<file path="src/design/pov_pkg.sv">
// geometry is fixed when the design is built: one 64x64 sphere image, and colour bits are all set or all clear
package pov_pkg;

    localparam int ROTATIONAL_RES = 1024;             // angle steps per revolution
    localparam int SCAN_RATE      = 32;               // column pairs per image
    localparam int NUM_COLS       = 64;               // image width in columns
    localparam int NUM_ROWS       = 64;               // LEDs per blade column
    localparam int RGB_RES        = 9;                // colour bits per pixel
    localparam int RADIUS         = 20;               // sphere radius in pixels
    localparam int CENTER_X       = NUM_COLS / 2;
    localparam int CENTER_Y       = NUM_ROWS / 2;

    localparam int THETA_W        = $clog2(ROTATIONAL_RES);
    localparam int HALF_REV       = ROTATIONAL_RES >> 1; // polarity flips here
    localparam int PERIOD_W       = 24;               // covers revolutions up to 16M cycles
    localparam int STEP_W         = PERIOD_W - THETA_W;  // width of period / ROTATIONAL_RES
    localparam int COL_W          = $clog2(SCAN_RATE);

    // each lane carries one full column, row by row
    localparam int LANE_BITS      = NUM_ROWS * RGB_RES;
    localparam int BIT_CNT_W      = $clog2(LANE_BITS);

    typedef logic [THETA_W-1:0] theta_t;              // discretized blade angle
    typedef logic [COL_W-1:0]   col_idx_t;            // column pair index, 0 to 31
    typedef logic [RGB_RES-1:0] pixel_t;
    typedef pixel_t [NUM_ROWS-1:0] column_t;          // row 0 sits in the low slot

    localparam theta_t THETA_MAX = theta_t'(ROTATIONAL_RES - 1); // saturation point

    // request from the sequencer to the sphere frame stage
    typedef struct packed {
        theta_t       dtheta;        // angle sampled when the request was formed
        col_idx_t     column_index1; // left column of the pair
        logic [COL_W:0] column_index2; // always CENTER_X + column_index1
    } col_req_t;

    // finished column pair from the frame stage to the shifter
    typedef struct packed {
        column_t  col2;              // goes out on lane 1
        column_t  col1;              // goes out on lane 0
        theta_t   dtheta;            // tag, shown on frame_dtheta at the latch
        col_idx_t column_index1;     // tag, shown on frame_column at the latch
    } col_pair_t;

endpackage

</file>
<file path="src/design/column_sequencer.sv">
// columns run 0 to 31 forever with no frame start marker, and the angle is sampled when a request forms
`timescale 1ns/1ps

module column_sequencer
    import pov_pkg::*;
(
    input  logic     clk_in,
    input  logic     arst_n,
    input  theta_t   dtheta,    // level from the angle tracker
    input  logic     req_ready,
    output logic     req_valid,
    output col_req_t req
);

    col_idx_t col_cnt;   // column pair currently offered
    theta_t   dtheta_q;  // angle captured with that request
    logic     take;      // request leaves on this edge

    assign take = req_valid && req_ready;

    // valid stays low for the first cycle out of reset, then never drops
    always_ff @(posedge clk_in or negedge arst_n) begin
        if (!arst_n) begin
            req_valid <= 1'b0;
            col_cnt   <= '0;
        end else begin
            req_valid <= 1'b1;
            if (take) begin
                col_cnt <= col_cnt + 1'b1; // 5 bits, so 31 rolls over to 0
            end
        end
    end

    // a fresh angle is taken whenever a new request is formed
    always_ff @(posedge clk_in) begin
        if (!req_valid || take) begin
            dtheta_q <= dtheta;
        end
    end

    always_comb begin
        req.dtheta        = dtheta_q;
        req.column_index1 = col_cnt;
        req.column_index2 = (COL_W + 1)'(CENTER_X) + {1'b0, col_cnt}; // mirror half
    end

    // stalled requests must not change under the frame stage
    a_req_stable: assert property (@(posedge clk_in) disable iff (!arst_n)
        (req_valid && !req_ready) |=> (req_valid && $stable(req)))
        else $error("request changed while stalled");

endmodule

</file>
<file path="config.mk">
export PLATFORM = sky130hd
export DESIGN_NAME = column_sequencer
export DESIGN_NICKNAME = d
export VERILOG_FILES = /design/src/design/pov_pkg.sv /design/src/design/column_sequencer.sv
export SDC_FILE = /design/constraint.sdc
export NUM_CORES = 1
export LEC_CHECK = 0
export CAP_MARGIN = 10
export CORE_MARGIN = 2
export CORE_UTILIZATION = 43
export DETAILED_ROUTE_END_ITERATION = 8
export DONT_BUFFER_PORTS = 1
export SLEW_MARGIN = 15
export SYNTH_ARGS = -nofsm -noshare
export SYNTH_HDL_FRONTEND = slang
export SYNTH_SLANG_ARGS = --single-unit
</file>
<file path="constraint.sdc">
create_clock -name clk_in -period 1.36 [get_ports clk_in]
set_input_delay 0.136 -clock clk_in [delete_from_list [all_inputs] [get_ports clk_in]]
set_output_delay 0.136 -clock clk_in [all_outputs]
set_load 0.01 [all_outputs]
</file>
Yosys cells after proc, flatten, opt, wreduce, memory -nomap -nowiden --
Cells that the tools add are included.
Storage, ports and cells: bits of input ports 13, output and inout bits 22, register bits 16
Cells by class: $add $sub $neg 2, reduce and logical (&&, ||, !) cells 3
Operators with widths (count):
- 6-bit by 5-bit adder with 6-bit output, first input constant | 1
- 5-bit by 1-bit adder with 5-bit output, second input constant | 1
- 1-bit logical AND | 1
- 1-bit zero test | 1
- 1-bit logical OR | 1

Logic depth before layout (Yosys ltp) --
word-level depth 2, mapped depth 4

Worst setup path after synthesis --
Ideal clock, no wire load.
path kind reg2reg, start reg col_cnt[0], end reg col_cnt[1], required time 1.235 ns, setup slack 0.255 ns, stages on the path, launching flop included 3, data arrival time 0.980 ns, cell sequence dfrtp_1 > ha_1 > mux2_4
On the way: longest elaborated chain between the ends 1
RTL lines:
- start: declaration | RTL line column_sequencer.sv:15 | col_idx_t col_cnt;
- start signal: assignment | RTL line column_sequencer.sv:29 | col_cnt <= col_cnt + 1'b1;
- 5-bit by 1-bit adder with 5-bit output | RTL line column_sequencer.sv:29
No other way between the ends. A chain may end at the register's enable or synchronous reset.

Worst setup path after layout --
start reg req_valid, end reg dtheta_q[6], enable pin
On the way: longest elaborated chain between the ends 2
RTL lines:
- start: declaration | RTL line column_sequencer.sv:11 | output logic req_valid,
- start signal: assignment | RTL line column_sequencer.sv:24 | req_valid <= 1'b0;
- start signal: assignment | RTL line column_sequencer.sv:27 | req_valid <= 1'b1;
- 1-bit zero test or 1-bit logical AND (tied branches) | RTL line column_sequencer.sv:36, column_sequencer.sv:19
- 1-bit logical OR (*) | RTL line column_sequencer.sv:36 | if (!req_valid || take) begin
- end signal: assignment | RTL line column_sequencer.sv:37 | dtheta_q <= dtheta;
- end: declaration | RTL line column_sequencer.sv:16 | theta_t dtheta_q;
Every way passes the cells marked *; elsewhere a longest branch is shown, timed or not.

==> summary.md <==
| Metric | Value |
|---|---|
| Met1 Resource Use GR | 0.101 |
| CP max stage cell | dfrtp_1 |
| First-pass GRT wire length | 1210 µm |
| # rows | 13 |
| CP top delay family | flip-flops |
| CTS sink count | 16 |
| DRT iter0 DRCs | 0 |
| Die W | 41.3 µm |
| Synth Warn # | 0 |
| Setup WS post-layout | 0.194 ns |
| VDD IR max | ~990 µV |
| Slowest stage delay, CP | 0.43 ns |
| Clk slew on worst S/H paths | 0.08 ns |
| Skew final | 0.00406 ns |
| Setup TNS | 0 ns |
| Reg-to-Reg Start | req_valid |
| Finish-stage setup viols | 0 |
| Worst min path class | input port to asynchronous set/reset pin |
| Syn_area_per_cell | 17.1 µm² |
| Core area | 1300 µm² |
| Yosys cell types | 13 |
| Max Cap Viol | 0 |
| Worst reg2reg endpoint | dtheta_q[6] |
| WS Path Type | flop to flop |
| Placer Congestion | approximately 0.63 |
| Post-route ant nets | 0 |
| Slew Limit Fails | 0 |
| Max Freq | roughly 860 MHz |
| Status | finished, final reports clean |
| Buffers & Inverters on Critical Path | 0 |
| Netlist Area Pre-Place | 597 µm² |
| Flop2flop setup slack | 0.19 ns |
| WP data required | 1.30 ns |
| CP startpoint kind | flop |
| Sequential cell area fraction in the yosys report | 0.755 |
| All-layer global routing usage | 0.126 |
| CTS tree | yes |
| Placement Setup Slack | 0.189 ns |
| Via count | 293 |
| Post-Route WL | around 940 µm |
| CTS H-tree depth | 1 |
| Clock root buffer master | clkbuf_4 |
| Clock Tree Buf Depth | 2 |
| Vias in the first global route | 262 |
| Unrepaired setup endpoints after global routing | no |
| P&R area growth vs syn | 20.8% |
| Power Density | roughly 1800 nW/µm² |
| Met3 usage | 0.0870 |
| Hold WS | approximately 0.15 ns |
| Post-Synthesis Cells | 35 |
| Ratio of cells with drive above 1 in the final layout | 0.130 |
| Critical-path cell list | or2b_1 |
| Busiest grt layer | met2 |
| Setup crit end kind | flop |
| Nets | just over 60 |
| LEAKAGE | 0.286 nW |
| Port Buffers | 0 |
| Worst-Skew Late Latency | 0.27 ns |
| Initial Util | 0.459 |
| Inserted Diodes | 0 |
| HPWL Detailed | 717 µm |
| Data arrival, critical path | 1.10 ns |
| Synthesized flop and latch total | 16 |
| Die area | 1700 µm² |
| WL/cell | ~15 µm |
| Most frequent cells in the layout | dlygate4sd3_1, edfxtp_1, dfrtp_1 |
| Most common library cell in the layout ignoring fill and taps | dlygate4sd3_1 |
| Final Hold Viols | 0 |
| Initial antenna violation count | 0 |
| Final worst path period need | between 1 and 1.5 ns |
| Initial DRT Pass Iterations | 1 |
| Final Util | 0.554 |
| # DRC | 0 |
| Largest fanout on the critical path | 10 |
| CTS buffer count | 3 |
| Fin crit share | 0.857 |
| R2R depth | 1 |
| Largest net degree at the start of global routing | 11 |
| Post-DR vias/cell | between 4 and 5 |
| GRT overflow | 0 |
| Top Ports | 35 |
| DIE HEIGHT | 41.3 µm |
| GR Util met2 | 0.219 |
-- synthesized netlist by cell type (all sizes together) --
cell type  count  area, µm²
xnor2          3       26.3
or2b           1       7.51
buf            6       45.0
dfrtp          6        150
edfxtp        10        300
xor2           1       8.76
ha             1       12.5
mux2           1       15.0
clkbuf         1       5.00
nand4          2       12.5
nand2          1       3.75
conb           1       3.75
and2           1       6.26
-- through the flow --
step | total power [mW] | cells | cell area, µm²
4_1_cts | 1.30 | 61 | 721
6_report | 1.28 | 61 | 721
3_5_place_dp | 1.03 | 46 | 584
5_1_grt | 1.37 | 61 | 721
2_1_floorplan | 1.02 | 36 | 601
3_3_place_gp | 1.00 | 46 | 584
-- worst max path at each step --
stage	slack, ns	start	to	depth (start not counted)
floorplan	0.26	col_cnt[0]	col_cnt[1]	2
global placement	0.22	req_valid	dtheta_q[0]	1
detailed placement	0.19	req_valid	dtheta_q[0]	1
CTS	0.18	req_valid	dtheta_q[6]	1
global route	0.11	req_valid	dtheta_q[1]	1
finish	0.19	req_valid	dtheta_q[6]	1
-- sequential cells by signal (all words and copies together), names as in the netlist --
signal     cells
col_cnt        5
dtheta_q      10
req_valid      1
-- layer usage --
layer  part of all wire  vias to the layer above  wire length, µm
met1               0.36                      141              341
met5                  0                        -                0
met2               0.56                       17              527
met4                  0                        0                0
li1                   -                      135                -
met3              0.077                        0               73
-- repair_timing --
| action | in CTS | in global routing |
|---|---|---|
| hold buffers | 11 | 0 |
| resized for setup | 0 | 0 |
| endpoints found under the hold margin | 16 | 0 |
| buffers inserted | 0 | 0 |
-- logic make-up after synthesis --
family | after synthesis | synth area share
xor gates and xnor gates | 4 | 0.0587
adders and majority gates | 1 | 0.0210
buffers and inverters | 7 | 0.0838
DFF | 16 | 0.755
muxes | 1 | 0.0251
other | 1 | 0.00628
and+or+nand+nor | 5 | 0.0503
-- power by group --
group	internal [mW]	switching [mW]	leakage [nW]
sequential	0.616	0.143	0.174
combinational	0.143	0.137	0.0976
clock	0.114	0.129	0.0150
-- area by class of cell --
class	count	area [µm²]
clock buffer	4	26.3
fill	116	581
multi-input combinational	13	100
sequential	16	450
tap	15	18.8
timing repair buffer	13	125
Power figures use the tool's default switching activity.
