[src/design/pov_pkg.sv]
// geometry is fixed when the design is built: one 64x64 sphere image, and colour bits are all set or all clear
package pov_pkg;

    localparam int ROTATIONAL_RES = 1024;             // angle steps per revolution
    localparam int SCAN_RATE      = 32;               // column pairs per image
    localparam int NUM_COLS       = 64;               // image width in columns
    localparam int NUM_ROWS       = 64;               // LEDs per blade column
    localparam int RGB_RES        = 9;                // colour bits per pixel
    localparam int RADIUS         = 20;               // sphere radius in pixels
    localparam int CENTER_X       = NUM_COLS / 2;
    localparam int CENTER_Y       = NUM_ROWS / 2;

    localparam int THETA_W        = $clog2(ROTATIONAL_RES);
    localparam int HALF_REV       = ROTATIONAL_RES >> 1; // polarity flips here
    localparam int PERIOD_W       = 24;               // covers revolutions up to 16M cycles
    localparam int STEP_W         = PERIOD_W - THETA_W;  // width of period / ROTATIONAL_RES
    localparam int COL_W          = $clog2(SCAN_RATE);

    // each lane carries one full column, row by row
    localparam int LANE_BITS      = NUM_ROWS * RGB_RES;
    localparam int BIT_CNT_W      = $clog2(LANE_BITS);

    typedef logic [THETA_W-1:0] theta_t;              // discretized blade angle
    typedef logic [COL_W-1:0]   col_idx_t;            // column pair index, 0 to 31
    typedef logic [RGB_RES-1:0] pixel_t;
    typedef pixel_t [NUM_ROWS-1:0] column_t;          // row 0 sits in the low slot

    localparam theta_t THETA_MAX = theta_t'(ROTATIONAL_RES - 1); // saturation point

    // request from the sequencer to the sphere frame stage
    typedef struct packed {
        theta_t       dtheta;        // angle sampled when the request was formed
        col_idx_t     column_index1; // left column of the pair
        logic [COL_W:0] column_index2; // always CENTER_X + column_index1
    } col_req_t;

    // finished column pair from the frame stage to the shifter
    typedef struct packed {
        column_t  col2;              // goes out on lane 1
        column_t  col1;              // goes out on lane 0
        theta_t   dtheta;            // tag, shown on frame_dtheta at the latch
        col_idx_t column_index1;     // tag, shown on frame_column at the latch
    } col_pair_t;

endpackage

[src/design/led_column_shifter.sv]
// one pair at a time, 576 bits per lane at half the clock rate, so a pair takes 1154 cycles with the latch
`timescale 1ns/1ps

module led_column_shifter
    import pov_pkg::*;
(
    input  logic      clk_in,
    input  logic      arst_n,
    input  logic      pair_valid,
    input  col_pair_t pair,
    output logic      pair_ready,
    output logic      led_sclk,     // low for the first half of each bit, high for the second
    output logic [1:0] led_sdata,   // bit 0 carries column 1, bit 1 carries column 2
    output logic      led_latch,
    output theta_t    frame_dtheta,
    output col_idx_t  frame_column
);

    localparam int LAST_BIT = LANE_BITS - 1;

    logic [LANE_BITS-1:0] lane0_load, lane1_load; // pair reordered into send order
    logic [LANE_BITS-1:0] sh0, sh1;               // current bit sits at the MSB
    logic [BIT_CNT_W-1:0] bit_cnt;                // index of the bit now on the lanes
    logic                 shifting;
    logic                 accept;
    logic                 last_bit;
    logic                 advance;

    assign pair_ready = !shifting && !led_latch; // busy through the latch cycle too
    assign accept     = pair_valid && pair_ready;
    assign last_bit   = (bit_cnt == BIT_CNT_W'(LAST_BIT));
    assign advance    = shifting && led_sclk && !last_bit; // move on at the end of a high phase

    // row 0 goes first, so it lands at the top of the shift vector
    always_comb begin
        for (int y = 0; y < NUM_ROWS; y++) begin
            lane0_load[(NUM_ROWS - 1 - y) * RGB_RES +: RGB_RES] = pair.col1[y];
            lane1_load[(NUM_ROWS - 1 - y) * RGB_RES +: RGB_RES] = pair.col2[y];
        end
    end

    always_ff @(posedge clk_in) begin
        if (accept) begin
            sh0 <= lane0_load;
            sh1 <= lane1_load;
        end else if (advance) begin
            sh0 <= sh0 << 1;
            sh1 <= sh1 << 1;
        end
    end

    always_ff @(posedge clk_in or negedge arst_n) begin
        if (!arst_n) begin
            shifting     <= 1'b0;
            led_sclk     <= 1'b0;
            led_latch    <= 1'b0;
            led_sdata    <= '0;
            bit_cnt      <= '0;
            frame_dtheta <= '0;
            frame_column <= '0;
        end else begin
            led_latch <= 1'b0;                   // single-cycle pulse
            if (accept) begin
                shifting     <= 1'b1;
                led_sclk     <= 1'b0;
                bit_cnt      <= '0;
                led_sdata    <= {lane1_load[LAST_BIT], lane0_load[LAST_BIT]}; // row 0 MSB
                frame_dtheta <= pair.dtheta;     // tags held until the next pair
                frame_column <= pair.column_index1;
            end else if (shifting) begin
                if (!led_sclk) begin
                    led_sclk <= 1'b1;            // data has been stable for a full cycle
                end else if (last_bit) begin
                    led_sclk  <= 1'b0;
                    shifting  <= 1'b0;
                    led_latch <= 1'b1;           // the cycle after the last high phase
                    led_sdata <= '0;
                end else begin
                    led_sclk  <= 1'b0;
                    bit_cnt   <= bit_cnt + 1'b1;
                    led_sdata <= {sh1[LAST_BIT-1], sh0[LAST_BIT-1]}; // next bit
                end
            end
        end
    end

    // the latch must only follow the high phase of the final bit
    a_latch_after_last: assert property (@(posedge clk_in) disable iff (!arst_n)
        $rose(led_latch) |-> $past(shifting && led_sclk && last_bit))
        else $error("led_latch rose with bits still to shift");

endmodule

[config.mk]
export PLATFORM = sky130hd
export DESIGN_NAME = led_column_shifter
export DESIGN_NICKNAME = d
export VERILOG_FILES = /design/src/design/pov_pkg.sv /design/src/design/led_column_shifter.sv
export SDC_FILE = /design/constraint.sdc
export NUM_CORES = 2
export LEC_CHECK = 0
export BUFFER_PORTS_ARGS = -buffer_cell sky130_fd_sc_hd__buf_2
export CORE_AREA = 2 2 468 470
export CTS_CLUSTER_SIZE = 25
export DETAILED_ROUTE_END_ITERATION = 8
export DIE_AREA = 0 0 470 472
export PLACE_DENSITY_LB_ADDON = 0.2
export RECOVER_POWER = 100
export SLEW_MARGIN = 20
export SYNTH_ARGS = -nofsm -noshare
export SYNTH_HDL_FRONTEND = slang
export SYNTH_SLANG_ARGS = --single-unit
[constraint.sdc]
create_clock -name clk_in -period 54.1 [get_ports clk_in]
set_clock_uncertainty 0.05 [all_clocks]
set_input_delay 8.115 -clock clk_in [delete_from_list [all_inputs] [get_ports clk_in]]
set_output_delay 8.115 -clock clk_in [all_outputs]
set_load 0.1 [all_outputs]
### After elaboration in Yosys (flattened, before gate mapping)

Cells that the tools add are included.

| operators by class | value |
|---|---|
| reductions and logical operators | 12 |
| multiplexer cells | 23 |
| add/subtract/negate cells | 1 |
| equal/unequal tests | 2 |

Operator list:

| operator | count |
|---|---|
| $mux W575 | 4 |
| $mux W10 | 4 |
| $mux W1 | 11 |
| $add A10 B1 Y10 const B | 1 |
| $eq A10 B10 Y1 const B | 1 |
| $mux W2 | 4 |
| $reduce_bool A2 Y1 | 3 |
| $logic_and A1 B1 Y1 | 4 |
| $logic_not A1 Y1 | 3 |
| $reduce_and A3 Y1 | 1 |
| $ne A2 B2 Y1 const B | 1 |
| $reduce_and A2 Y1 | 1 |

| storage, ports and cells | value |
|---|---|
| output and inout bits | 20 |
| register bits | 1180 |
| bits of input ports | 1170 |

### Longest topological paths before layout

| depth | value |
|---|---|
| depth after elaboration | 5 |
| gate-level depth with buffers | 8 |
| mapped depth without buffers | 5 |

### Worst setup path after synthesis

No wires, ideal clock.

| path | value |
|---|---|
| path type | in2reg |
| from | input pair_valid |
| to | register sh0[0], enable pin |
| path buffers | 3 |
| path slack | 18998 ps |
| data arrival time | 27154 ps |
| cell stages on the path | 5 |
| data required time | 46152 ps |
| library setup time | 7898 ps |
| cell sequence | nand2_1 buf_2 buf_2 buf_2 nand2_1 |

| on the way | value |
|---|---|
| longest elaborated chain between the ends | 2 |

Ends and longest elaborated chain:

| what | RTL line | text |
|---|---|---|
| from (decl) | led_column_shifter.sv:9 | `input logic pair_valid,` |
| $logic_and A1 B1 Y1 | led_column_shifter.sv:30 | `assign accept = pair_valid && pair_ready;` |
| $reduce_bool A2 Y1 (no source line) | -- |  |
| to (signal assigned) | led_column_shifter.sv:44 | `sh0 <= lane0_load;` |
| to (signal assigned) | led_column_shifter.sv:47 | `sh0 <= sh0 << 1;` |
| to (decl) | led_column_shifter.sv:22 | `logic [LANE_BITS-1:0] sh0, sh1;` |

No other way between the ends.
A chain may end at the register's enable or synchronous reset.

### Worst setup path in the final report

| path | value |
|---|---|
| from | input pair_valid |
| to | register sh1[536], enable pin |

| on the way | value |
|---|---|
| longest elaborated chain between the ends | 2 |

Ends and longest elaborated chain:

| what | RTL line | text |
|---|---|---|
| $logic_and A1 B1 Y1 | led_column_shifter.sv:30 |  |
| $reduce_bool A2 Y1 (no source line) | -- |  |
| to (signal assigned) | led_column_shifter.sv:45 | `sh1 <= lane1_load;` |
| to (signal assigned) | led_column_shifter.sv:48 | `sh1 <= sh1 << 1;` |
| to (decl) | led_column_shifter.sv:22 |  |

No other way between the ends.

==> reports/qor.csv <==
metric,value,unit
die_x,470,um
seq_area_frac_synth,70.4,%
dp_hpwl,118000,um
routed_via_density,4.17,
die-area,222000,um^2
grt_usage,14.5,%
avgSynthCellArea,10.0,um^2
gp_congestion,0.860,
syn_nets,6160,
routedWlPerCell,18.2,um
drt_iter0_markers,2654,
vias,38100,
slowest_delay,5.40,ns
ant_nets,0,
maxSlewHeadroom,-455,%
synth-async-reset-ratio,2.54,%
fin_tns_setup,0,ns
worst_setup_path_start_kind,primary input,
cts_buffers,145,
grt_max_degree,197,
critPathSlowestCell,clkbuf_1,
design_area,63100,um^2
nNetsFinal,7276,
hold_viol,0,
grt_antenna_before_repair,167,
fill_cells,23200,
setup_violations,0,
postCtsHoldBufs,0,
hold-worst-slack,0.424,ns
path_clk_slew,0.06,ns
worst-path-buf-inv,7,
cts_tree,built,
cts-root-buf,clkbuf_16,
fin_crit_sh,57.7,%
status,"finished, violations left",
synth_edf_count,1150,
crit_fanout,140,
core_area,217000,um^2
crit_family,buffers and inverters,
post_cts_buffers,0,
fmax,32.0,MHz
startpoint,pair_valid,
violations,"max-capacitance violations, max-slew violations",
synth-warning-count,0,
worst_r2r_startpoint,shifting,
grt_pass1_vias,38000,
worstPathCellList,clkbuf_1 > nand2_1 > nand2_1 > clkbuf_1 > clkbuf_1 > clkbuf_1 > clkbuf_1 > clkbuf_1 > clkbuf_1,
worstHoldStart,frame_column[3],
gr-total-overflow,0,
ctsResizeCount,0,
fin_cells,9145,
hp-class,register to register,
finalWirelength,167000,um
endpoint_kind,register,
clock-sinks,1180,
cp.required,54.34,ns
dp.cells,8812,
crit_top_cell,clkbuf_1,
drv_slew,3041,
clk_latency,0.78,ns
yosysTopAreaCellShare,69.0,%
synthFlopType,edfxtp_1,
path_class,primary input to register,
worst_pin_slew,8.33,ns
drc_errors,0,
cp_data_arrival_time,31.46,ns
area_delta_synth_final,25.9,%
maxCapViolations,38,
io_pins,1190,
yosys_register_bits,1180,
period_minus_slack,31.22,ns
dr.pass1.iters,5,
ctsHtreeMaxLevel,4,
ys_top_cells_by_area,"edfxtp_1 69%, nand2_1 26%, dfrtp_1 1.5%",
rsz0062_at_grt,false,
yosysUniqueCellTypes,37,
drive_gt1_share,22.0,%
powerDensity,52.9,nW/um^2
grt_pass1_wl,242000,um
p_leak,28.4,nW
dieHeight,472,um
syn_area,50100,um^2
rows,171,
start_util,23.1,%
vdd.ir_drop.worst,0.0000288,V
syn_inst,4989,
max-clock-path-buffers,3,
placed_area,58700,um^2
portBuffers,1189,
synth_largest_area_cell,edfxtp_1,
[power by group]
part	switching, mW	internal [mW]
Clock	0.403	0.518
Sequential	0.123	1.65
Combinational	0.448	0.189
Total	0.975	2.36
[Yosys cell counts, types with 2 or more instances]
cell type	number
nand2_1	3497
edfxtp_1	1150
buf_2	105
clkbuf_1	101
buf_4	51
dfrtp_1	30
and3_1	6
nand3_1	6
nor2_1	6
o21ai_0	4
buf_1	3
a221o_1	2
and2_1	2
mux2i_1	2
nand4_1	2
[routing by layer]
metal,vias up,part of all wire [%],track usage (%),routed length [um]
li1,18400,-,-,-
met1,18000,41,17.4,68500
met2,1132,47,23.4,78400
met3,411,8.4,5.86,14000
met4,150,2.9,4.83,4870
met5,-,0.57,0,956
[worst register-to-register path: stages (launching register included)]
cell and delay (ns):
dfrtp_1 0.43, nor2_2 0.40, nand2_1 1.22, nand2_1 2.18, clkbuf_1 3.04, clkbuf_1 2.93, clkbuf_1 2.87, clkbuf_1 5.44
clkbuf_1 2.95, clkbuf_1 2.69
[layout make-up]
cell class              count  area [um^2]  share of cell area (%)
inverters                   1         3.75                 0.00595
clock inverters            63          529                   0.839
repair buffers           1229         6110                    9.69
diodes                     75          188                   0.298
flip-flops and latches   1180        35300                    55.9
multi-input cells        3548        13500                    21.4
clock buffers             195         3890                    6.17
well taps                2854         3570                    5.66
[per-stage QoR]
step           utilization [%]  worst slack (ns)  total power, mW
2_1_floorplan                -             19.00             2.62
3_3_place_gp              27.1             39.05             2.39
3_5_place_dp              27.1             38.95             2.41
4_1_cts                   29.2             39.84             3.35
5_1_grt                   29.1             20.05             3.56
6_report                  29.1             22.88             3.34
[cells by family (layout without fill, tap and decap cells)]
family	count (synthesis)	count (layout)	share of synthesized area, %
mux	2	2	0.0400
compound gates	16	16	0.280
flops	1180	1180	70.4
xor+xnor	1	1	0.0175
other cells	0	75	0
fa+ha+maj	1	1	0.0250
buf+inv	261	1488	2.60
simple gates	3528	3528	26.6
[cell usage in the layout (no fill, tap or decap), drive strengths merged, types with 4 or more instances in the layout]
cell    count
and3        6
buf      1173
clkbuf    251
clkinv     51
dfrtp      30
diode      75
edfxtp   1150
inv         9
nand2    3497
nand3       6
nor2        7
o21ai       4
[state kept, by name (all words and copies together), names as in the netlist]
name	count
bit_cnt	10
frame_column	5
led_sclk	1
shifting	1
frame_dtheta	10
sh1	575
led_sdata	2
led_latch	1
sh0	575
[final timing paths]
kind,slack [ns],to,cells after the start
max,22.88,sh1[536],9
min,0.42,frame_column[3],2
max reg2reg,29.40,sh1[536],9
min reg2reg,0.42,frame_column[3],2
max in group asynchronous,45.20,bit_cnt[6],1
min in group asynchronous,7.76,frame_dtheta[8],1
Power figures use the tool's default switching activity.
