<file path="config.mk">
export PLATFORM = sky130hd
export DESIGN_NAME = angle_tracker
export DESIGN_NICKNAME = d
export VERILOG_FILES = /design/src/design/pov_pkg.sv /design/src/design/angle_tracker.sv
export SDC_FILE = /design/constraint.sdc
export NUM_CORES = 1
export LEC_CHECK = 0
export BUFFER_PORTS_ARGS = -buffer_cell sky130_fd_sc_hd__buf_2
export CAP_MARGIN = 20
export CORE_MARGIN = 2
export CORE_UTILIZATION = 25
export CTS_BUF_LIST = sky130_fd_sc_hd__clkbuf_2 sky130_fd_sc_hd__clkbuf_4 sky130_fd_sc_hd__clkbuf_8
export DETAILED_ROUTE_END_ITERATION = 10
export PLACE_DENSITY_LB_ADDON = 0.3
export REMOVE_ABC_BUFFERS = 1
export SETUP_SLACK_MARGIN = 0.4
export SYNTH_ARGS = -nofsm -noshare
export SYNTH_HDL_FRONTEND = slang
export SYNTH_SLANG_ARGS = --single-unit
</file>
<file path="constraint.sdc">
create_clock -name clk_in -period 6.2 [get_ports clk_in]
set_clock_uncertainty 0.05 [all_clocks]
set_input_delay 0 -clock clk_in [delete_from_list [all_inputs] [get_ports clk_in]]
set_output_delay 0 -clock clk_in [all_outputs]
set_load 0.01 [all_outputs]
</file>
<file path="src/design/pov_pkg.sv">
// geometry is fixed when the design is built: one 64x64 sphere image, and colour bits are all set or all clear
package pov_pkg;

    localparam int ROTATIONAL_RES = 1024;             // angle steps per revolution
    localparam int SCAN_RATE      = 32;               // column pairs per image
    localparam int NUM_COLS       = 64;               // image width in columns
    localparam int NUM_ROWS       = 64;               // LEDs per blade column
    localparam int RGB_RES        = 9;                // colour bits per pixel
    localparam int RADIUS         = 20;               // sphere radius in pixels
    localparam int CENTER_X       = NUM_COLS / 2;
    localparam int CENTER_Y       = NUM_ROWS / 2;

    localparam int THETA_W        = $clog2(ROTATIONAL_RES);
    localparam int HALF_REV       = ROTATIONAL_RES >> 1; // polarity flips here
    localparam int PERIOD_W       = 24;               // covers revolutions up to 16M cycles
    localparam int STEP_W         = PERIOD_W - THETA_W;  // width of period / ROTATIONAL_RES
    localparam int COL_W          = $clog2(SCAN_RATE);

    // each lane carries one full column, row by row
    localparam int LANE_BITS      = NUM_ROWS * RGB_RES;
    localparam int BIT_CNT_W      = $clog2(LANE_BITS);

    typedef logic [THETA_W-1:0] theta_t;              // discretized blade angle
    typedef logic [COL_W-1:0]   col_idx_t;            // column pair index, 0 to 31
    typedef logic [RGB_RES-1:0] pixel_t;
    typedef pixel_t [NUM_ROWS-1:0] column_t;          // row 0 sits in the low slot

    localparam theta_t THETA_MAX = theta_t'(ROTATIONAL_RES - 1); // saturation point

    // request from the sequencer to the sphere frame stage
    typedef struct packed {
        theta_t       dtheta;        // angle sampled when the request was formed
        col_idx_t     column_index1; // left column of the pair
        logic [COL_W:0] column_index2; // always CENTER_X + column_index1
    } col_req_t;

    // finished column pair from the frame stage to the shifter
    typedef struct packed {
        column_t  col2;              // goes out on lane 1
        column_t  col1;              // goes out on lane 0
        theta_t   dtheta;            // tag, shown on frame_dtheta at the latch
        col_idx_t column_index1;     // tag, shown on frame_column at the latch
    } col_pair_t;

endpackage

</file>
<file path="src/design/angle_tracker.sv">
// dtheta is only meaningful once two hall pulses have arrived, and periods under 1024 cycles step every cycle
`timescale 1ns/1ps

module angle_tracker
    import pov_pkg::*;
(
    input  logic   clk_in,
    input  logic   arst_n,
    input  logic   hall,    // one pulse per revolution, asynchronous to clk_in
    output theta_t dtheta   // angle since the last pulse, saturating
);

    logic                hall_meta, hall_sync, hall_prev;
    logic                hall_rise;
    logic [PERIOD_W-1:0] elapsed;   // cycles since the last detected edge
    logic [PERIOD_W-1:0] period;    // last full revolution in cycles
    logic [STEP_W-1:0]   step;      // cycles per angle step
    logic [STEP_W-1:0]   sub_cnt;
    logic                seen_edge; // at least one edge detected
    logic                period_ok; // a full period has been measured
    logic                expire;

    assign hall_rise = hall_sync & ~hall_prev;       // edge acts on the third clock after hall rises
    assign step      = period[PERIOD_W-1:THETA_W];   // period / ROTATIONAL_RES

    // a step of 0 or 1 means the angle moves every cycle
    assign expire = period_ok && (({1'b0, sub_cnt} + 1'b1) >= {1'b0, step});

    // two flops against metastability, one more to find the rising edge
    always_ff @(posedge clk_in or negedge arst_n) begin
        if (!arst_n) begin
            hall_meta <= 1'b0;
            hall_sync <= 1'b0;
            hall_prev <= 1'b0;
        end else begin
            hall_meta <= hall;
            hall_sync <= hall_meta;
            hall_prev <= hall_sync;
        end
    end

    always_ff @(posedge clk_in or negedge arst_n) begin
        if (!arst_n) begin
            elapsed   <= '0;
            period    <= '0;
            seen_edge <= 1'b0;
            period_ok <= 1'b0;
        end else if (hall_rise) begin
            elapsed   <= '0;
            seen_edge <= 1'b1;
            if (seen_edge) begin // the first edge only starts the count
                period    <= elapsed;
                period_ok <= 1'b1;
            end
        end else if (elapsed != '1) begin
            elapsed <= elapsed + 1'b1; // holds at full scale if the blade stalls
        end
    end

    // step sub-counter and the angle it drives
    always_ff @(posedge clk_in or negedge arst_n) begin
        if (!arst_n) begin
            sub_cnt <= '0;
            dtheta  <= '0;
        end else if (hall_rise) begin
            sub_cnt <= '0;
            dtheta  <= '0;   // new revolution starts at angle 0
        end else if (expire) begin
            sub_cnt <= '0;
            if (dtheta != THETA_MAX) begin
                dtheta <= dtheta + 1'b1;
            end
        end else if (period_ok) begin
            sub_cnt <= sub_cnt + 1'b1;
        end
    end

    // a slow revolution parks the angle at the top instead of wrapping to 0
    a_dtheta_saturates: assert property (@(posedge clk_in) disable iff (!arst_n)
        (dtheta == THETA_MAX && !hall_rise) |=> dtheta == THETA_MAX)
        else $error("dtheta wrapped without a hall edge");

    a_dtheta_restart: assert property (@(posedge clk_in) disable iff (!arst_n)
        hall_rise |=> dtheta == '0)
        else $error("dtheta did not restart after a hall edge");

endmodule

</file>
* Word level (Yosys, flattened, before mapping)
Index checks and enable logic that the tools add are counted.
** Operators by class
- Add/sub/neg operators :: 4
- $lt $le $gt $ge :: 1
- Eq/ne operators :: 2
- Muxes and demuxes :: 8
- Bitwise logic cells :: 2
- Reduce and logical (&&, ||, !) cells :: 7
** Operators with widths (count)
- $mux 24 :: 2
- $mux 14 :: 3
- $mux 10 :: 3
- $add 24x1->24 const B :: 1
- $ne 24x24->1 const B :: 1
- $add 14x1->15 const B :: 1
- $ge 15x14->1 :: 1
- $add 14x1->14 const B :: 1
- $add 10x1->10 const B :: 1
- $ne 10x10->1 const B :: 1
- $reduce_bool 2->1 :: 3
- $reduce_and 2->1 :: 2
- $reduce_bool 3->1 :: 1
- $and 1x1->1 :: 1
- $logic_and 1x1->1 :: 1
- $not 1->1 :: 1
** Word-level totals
- Register bits :: 77
- Input bits :: 3
- Output and inout port bits :: 10
- Word-level logic and storage cells :: 33

* Depth between registers and ports, before layout
- Depth after elaboration :: 5
- Gate-level depth with buffers :: 14
- Depth with buffers taken out :: 12

* Least setup slack after synthesis
Ideal clock, no wire load.
- Path kind :: register -> register
- Start :: register sub_cnt[2]
- End :: register dtheta[5]
- Setup time :: 78 ps
- Data arrival time :: 3017 ps
- Data required time :: 6072 ps
- Setup slack :: 3055 ps
- Stages on the path, launching flop included :: 13
- Path buffers :: 1
- Clock period less this slack :: 3145 ps
- Cell sequence :: dfrtp_1 -> and4_1 -> buf_2 -> and3_1 -> nand4_1 -> xnor2_1 -> ha_1 -> nand4_1 -> or4_4 -> a31oi_4 -> a21oi_2 -> or4_1 -> a21oi_1
** Between the ends
- Word-level cells in the longest chain between the ends :: 5
** RTL lines
- start, declared :: RTL line angle_tracker.sv:18 : logic [STEP_W-1:0] sub_cnt;
- start signal, assigned :: RTL line angle_tracker.sv:74 : sub_cnt <= sub_cnt + 1'b1;
- $add 14x1->15 :: RTL line angle_tracker.sv:27 : assign expire = period_ok && (({1'b0, sub_cnt} + 1'b1) >= {1'b0, step});
- $ge 15x14->1 :: RTL line angle_tracker.sv:27
- $logic_and 1x1->1 :: RTL line angle_tracker.sv:27
- $reduce_bool 2->1 (no line)
- $reduce_and 2->1 (no line)
- end signal, assigned :: RTL line angle_tracker.sv:71 : dtheta <= dtheta + 1'b1;
- end, declared :: RTL line angle_tracker.sv:10 : output theta_t dtheta
No other way between the ends.
A chain may end at the register's enable or synchronous reset.

* Worst setup path after layout
Ends and elaborated chain as after synthesis.

==> summary.txt <==
Run status
  – Run status: completed

Placed design
  – HPWL after DPL: 4.933 mm
  – GPL Wtd Cong: 0.8179
  – Area after DPL: 3851 um2
  – # port buffers: 12

Global routing
  – Total Routing Usage GR: a little over 10%
  – Vias in the first global route: roughly 2,600
  – Total gr overflow: 0
  – First-pass GRT wire length: 12.20 mm
  – Antenna violations before repair: 0
  – Largest net degree at the start of global routing: between 60 and 70

Power
  – Sw frac: 22.94%
  – Leak Pwr: 1.856 nW
  – Logic pwr share: 6.8%
  – Internal: 0.0007845 W
  – Worst vdd rail ir drop: 0.08881 mV
  – Pwr dens: 246.4 nW/um2
  – Reg power frac: between 40 and 50%
  – Psw: 0.0002336 W
  – Clock power share: about 46%

Critical path
  – Worst setup SP type: flip-flop
  – WP data arrival: between 3 and 4 ns
  – Crit-path cells: and4_1 -> and3_1 -> nand4_1 -> xnor2_1 -> ha_1 -> nand4_1 -> or4_4 -> a31oi_4 -> a21oi_2 -> or4_1 -> a21oi_1
  – Delay-heaviest family, CP: simple AND/OR/NAND/NOR gates
  – Critical path buffers and inverters: 0
  – CP required: between 6 and 7 ns
  – Top cell by count, worst path: nand4_1
  – CP Capture Type: flip-flop
  – CP Max Fanout: 18
  – Critical path's largest stage delay: 0.57 ns
  – Highest-delay cell along the critical path: or4_4
  – CP Class: flip-flop to flip-flop

Synth
  – Ys async rst share: 100.0%
  – Synth top area share: 46.77%
  – #FFs+latches synth: 67
  – Cell Area, Synth: 3585 um2
  – Netlist cell types: 45
  – Largest cells by area after synthesis: dfrtp_1 47%, ha_1 6.3%, nand2_1 4.7%, xor2_1 4.2%, mux2_2 4.1%
  – Sequential-to-total area share from yosys stat: a little under half
  – Area leader, netlist: dfrtp_1
  – Yosys Warn Count: 0
  – Syn Area/Cell: 9.848 um2
  – Top FF cell, synth: dfrtp_1
  – Syn Inst Count: 364
  – Post-synth EDFFs: 0

Die
  – Total die area: roughly 15,000 um2
  – Die width: 123.7 um
  – Num rows: 43
  – Core Region: 13,930 um2
  – Die height: about 120 um
  – Initial Util: 25.73%
  – # IOs: 13

Layout
  – Number of fill cells: 1,428
  – Fraction of layout cells with a size suffix above 1: 13.18%
  – Final Cell Area: 4131 um2
  – Synthesis-to-layout area growth: 15.25%
  – Post-layout nets: about 400
  – Antenna cells: 0

Timing
  – Final worst path period need: 3.470 ns
  – Hold Violations, Final: 0
  – Tcrit/Tclk final: 55.97%
  – Worst slew margin: around 44%
  – Worst-Margin Slew: between 0.8 and 0.9 ns
  – Hold Slack: 0.2364 ns
  – Pins Over Slew Limit: 0
  – Final count of negative-setup-slack endpoints: 0
  – Fmax: about 290 MHz
  – RSZ-0062 raised after global routing: false
  – Setup TNS: 0 ns

Run
  – # Max-Cap Violations: 0

Routing
  – # DRC: 0
  – Antenna-violating nets left: 0
  – Wire per inst: 12.34 um
  – Via count: 2,614
  – 1st-iter DRT viols: 239
  – Vias per cell: 4.610
  – DRT Wirelength: approximately 7.0 mm
  – Pre-antenna DRT Iters: 4

Clock network
  – Root Buffer: clkbuf_8
  – Later-pin clock latency in the skew report: approximately 0.35 ns
  – Clk buf depth: 2
  – Post_cts resized: 0
  – CTS tree: done
  – Htree depth: 3
  – CTS Buf Count: 9
  – CTS sink cnt: 67
  – Clk slew on worst S/H paths: ~0.070 ns

Worst hold path
  – Min-delay worst type: primary input to flip-flop
-- cell type report --
class | count | area, um2 | area share (%)
Inverter | 17 | 63.81 | 1.545
Tap cell | 180 | 225.2 | 5.451
Multi-Input combinational cell | 271 | 1810 | 43.82
Clock inverter | 4 | 95.09 | 2.302
Timing Repair Buffer | 16 | 95.09 | 2.302
Clock buffer | 12 | 165.2 | 3.998
Sequential cell | 67 | 1677 | 40.58
-- cell usage in the layout (no fill, tap or decap), types with 3 or more instances in the layout --
cell       instances
nor3_1             4
buf_2             12
and4_1             5
and2_1             6
nor2_1            30
bufinv_16          3
dfrtp_1           67
nand4_1           14
nand2b_1          12
mux2_2            13
a211oi_1           8
and3_1             7
or3_1              5
o31ai_1            3
inv_1             17
xor2_1            17
nand2_1           45
or4_1              3
ha_1              18
a21oi_1           15
xnor2_1           13
clkbuf_8          12
nand3_1           17
o21ai_0            8
-- final timing paths --
check                      slack (ns)  cells after the start  startpoint          to
min                              0.24                      2        hall   hall_meta
min reg2reg                      0.30                      0   hall_meta   hall_sync
max                              2.73                     11  sub_cnt[2]   dtheta[5]
max in group asynchronous        5.23                      3      arst_n  elapsed[5]
max reg2reg                      2.73                     11  sub_cnt[2]   dtheta[5]
min in group asynchronous        0.31                      3      arst_n   dtheta[7]
-- through the flow --
step / total power, W / setup slack [ns] / utilization [%] / instances
floorplan: 0.0005259 / 3.004 / - / 355
global placement: 0.0005567 / 2.839 / 27.64 / 549
detailed placement: 0.0005598 / 2.744 / 27.64 / 549
CTS: 0.001038 / 2.743 / 29.65 / 567
global route: 0.001068 / 2.484 / 29.65 / 567
finish: 0.001018 / 2.730 / 29.65 / 567
-- cells in the mapped netlist (3+ instances only) --
cell type / count
nand2b_1: 12
nor3_1: 4
or3_1: 5
mux2_2: 13
nand3_1: 17
inv_1: 17
o31ai_1: 3
xor2_1: 17
xnor2_1: 13
dfrtp_1: 67
clkbuf_1: 7
or4_1: 3
nand4_1: 14
nor2_1: 30
and2_1: 6
a211oi_1: 8
ha_1: 18
nand2_1: 45
a21oi_1: 15
and3_1: 7
o21ai_0: 8
and4_1: 5
-- layer usage --
layer / GRT usage [%] / vias up / share of wire [%]
li1: - / 1320 / -
met1: 13.59 / 1257 / 49
met2: 15.73 / 32 / 46
met3: 3.434 / 5 / 3.0
met4: 4.261 / 0 / 1.4
met5: 0 / - / 0
-- registers in the layout, indices dropped and copies added (netlist names) --
name       flops
hall_prev      1
elapsed       24
seen_edge      1
hall_sync      1
period        14
dtheta        10
sub_cnt       14
hall_meta      1
period_ok      1
-- kinds of logic (layout without fill, tap and decap cells) --
logic type | after synthesis | after routing | synth area share, %
simple gates | 159 | 159 | 22.65
flops | 67 | 67 | 46.77
compound gates | 49 | 49 | 9.529
xor+xnor | 30 | 30 | 7.330
buf+inv | 26 | 49 | 2.792
fa+ha+maj | 18 | 18 | 6.283
mux | 15 | 15 | 4.642
-- worst reg2reg max path, cell delays in order, from the launching register on --
cell and delay, ns:
dfrtp_1 0.43, and4_1 0.33, and3_1 0.27, nand4_1 0.13, xnor2_1 0.16, ha_1 0.32
nand4_1 0.12, or4_4 0.57, a31oi_4 0.17, a21oi_2 0.14, or4_1 0.54, a21oi_1 0.14
-- power by group through the flow --
stage | Combinational [W] | Sequential [W] | Clock [W]
2_1_floorplan | 0.0000367 | 0.000489 | 0
3_3_place_gp | 0.0000692 | 0.000488 | 0
3_5_place_dp | 0.0000709 | 0.000489 | 0
4_1_cts | 0.0000722 | 0.000481 | 0.000485
5_1_grt | 0.0000793 | 0.000485 | 0.000504
6_report | 0.0000696 | 0.000480 | 0.000468
-- repair_timing --
item / in CTS / in global routing
endpoints found under the hold margin: 68 / 0
setup buffers: 0 / 0
hold buffers: 2 / 0
No activity file was read; power rests on OpenSTA's default activity.
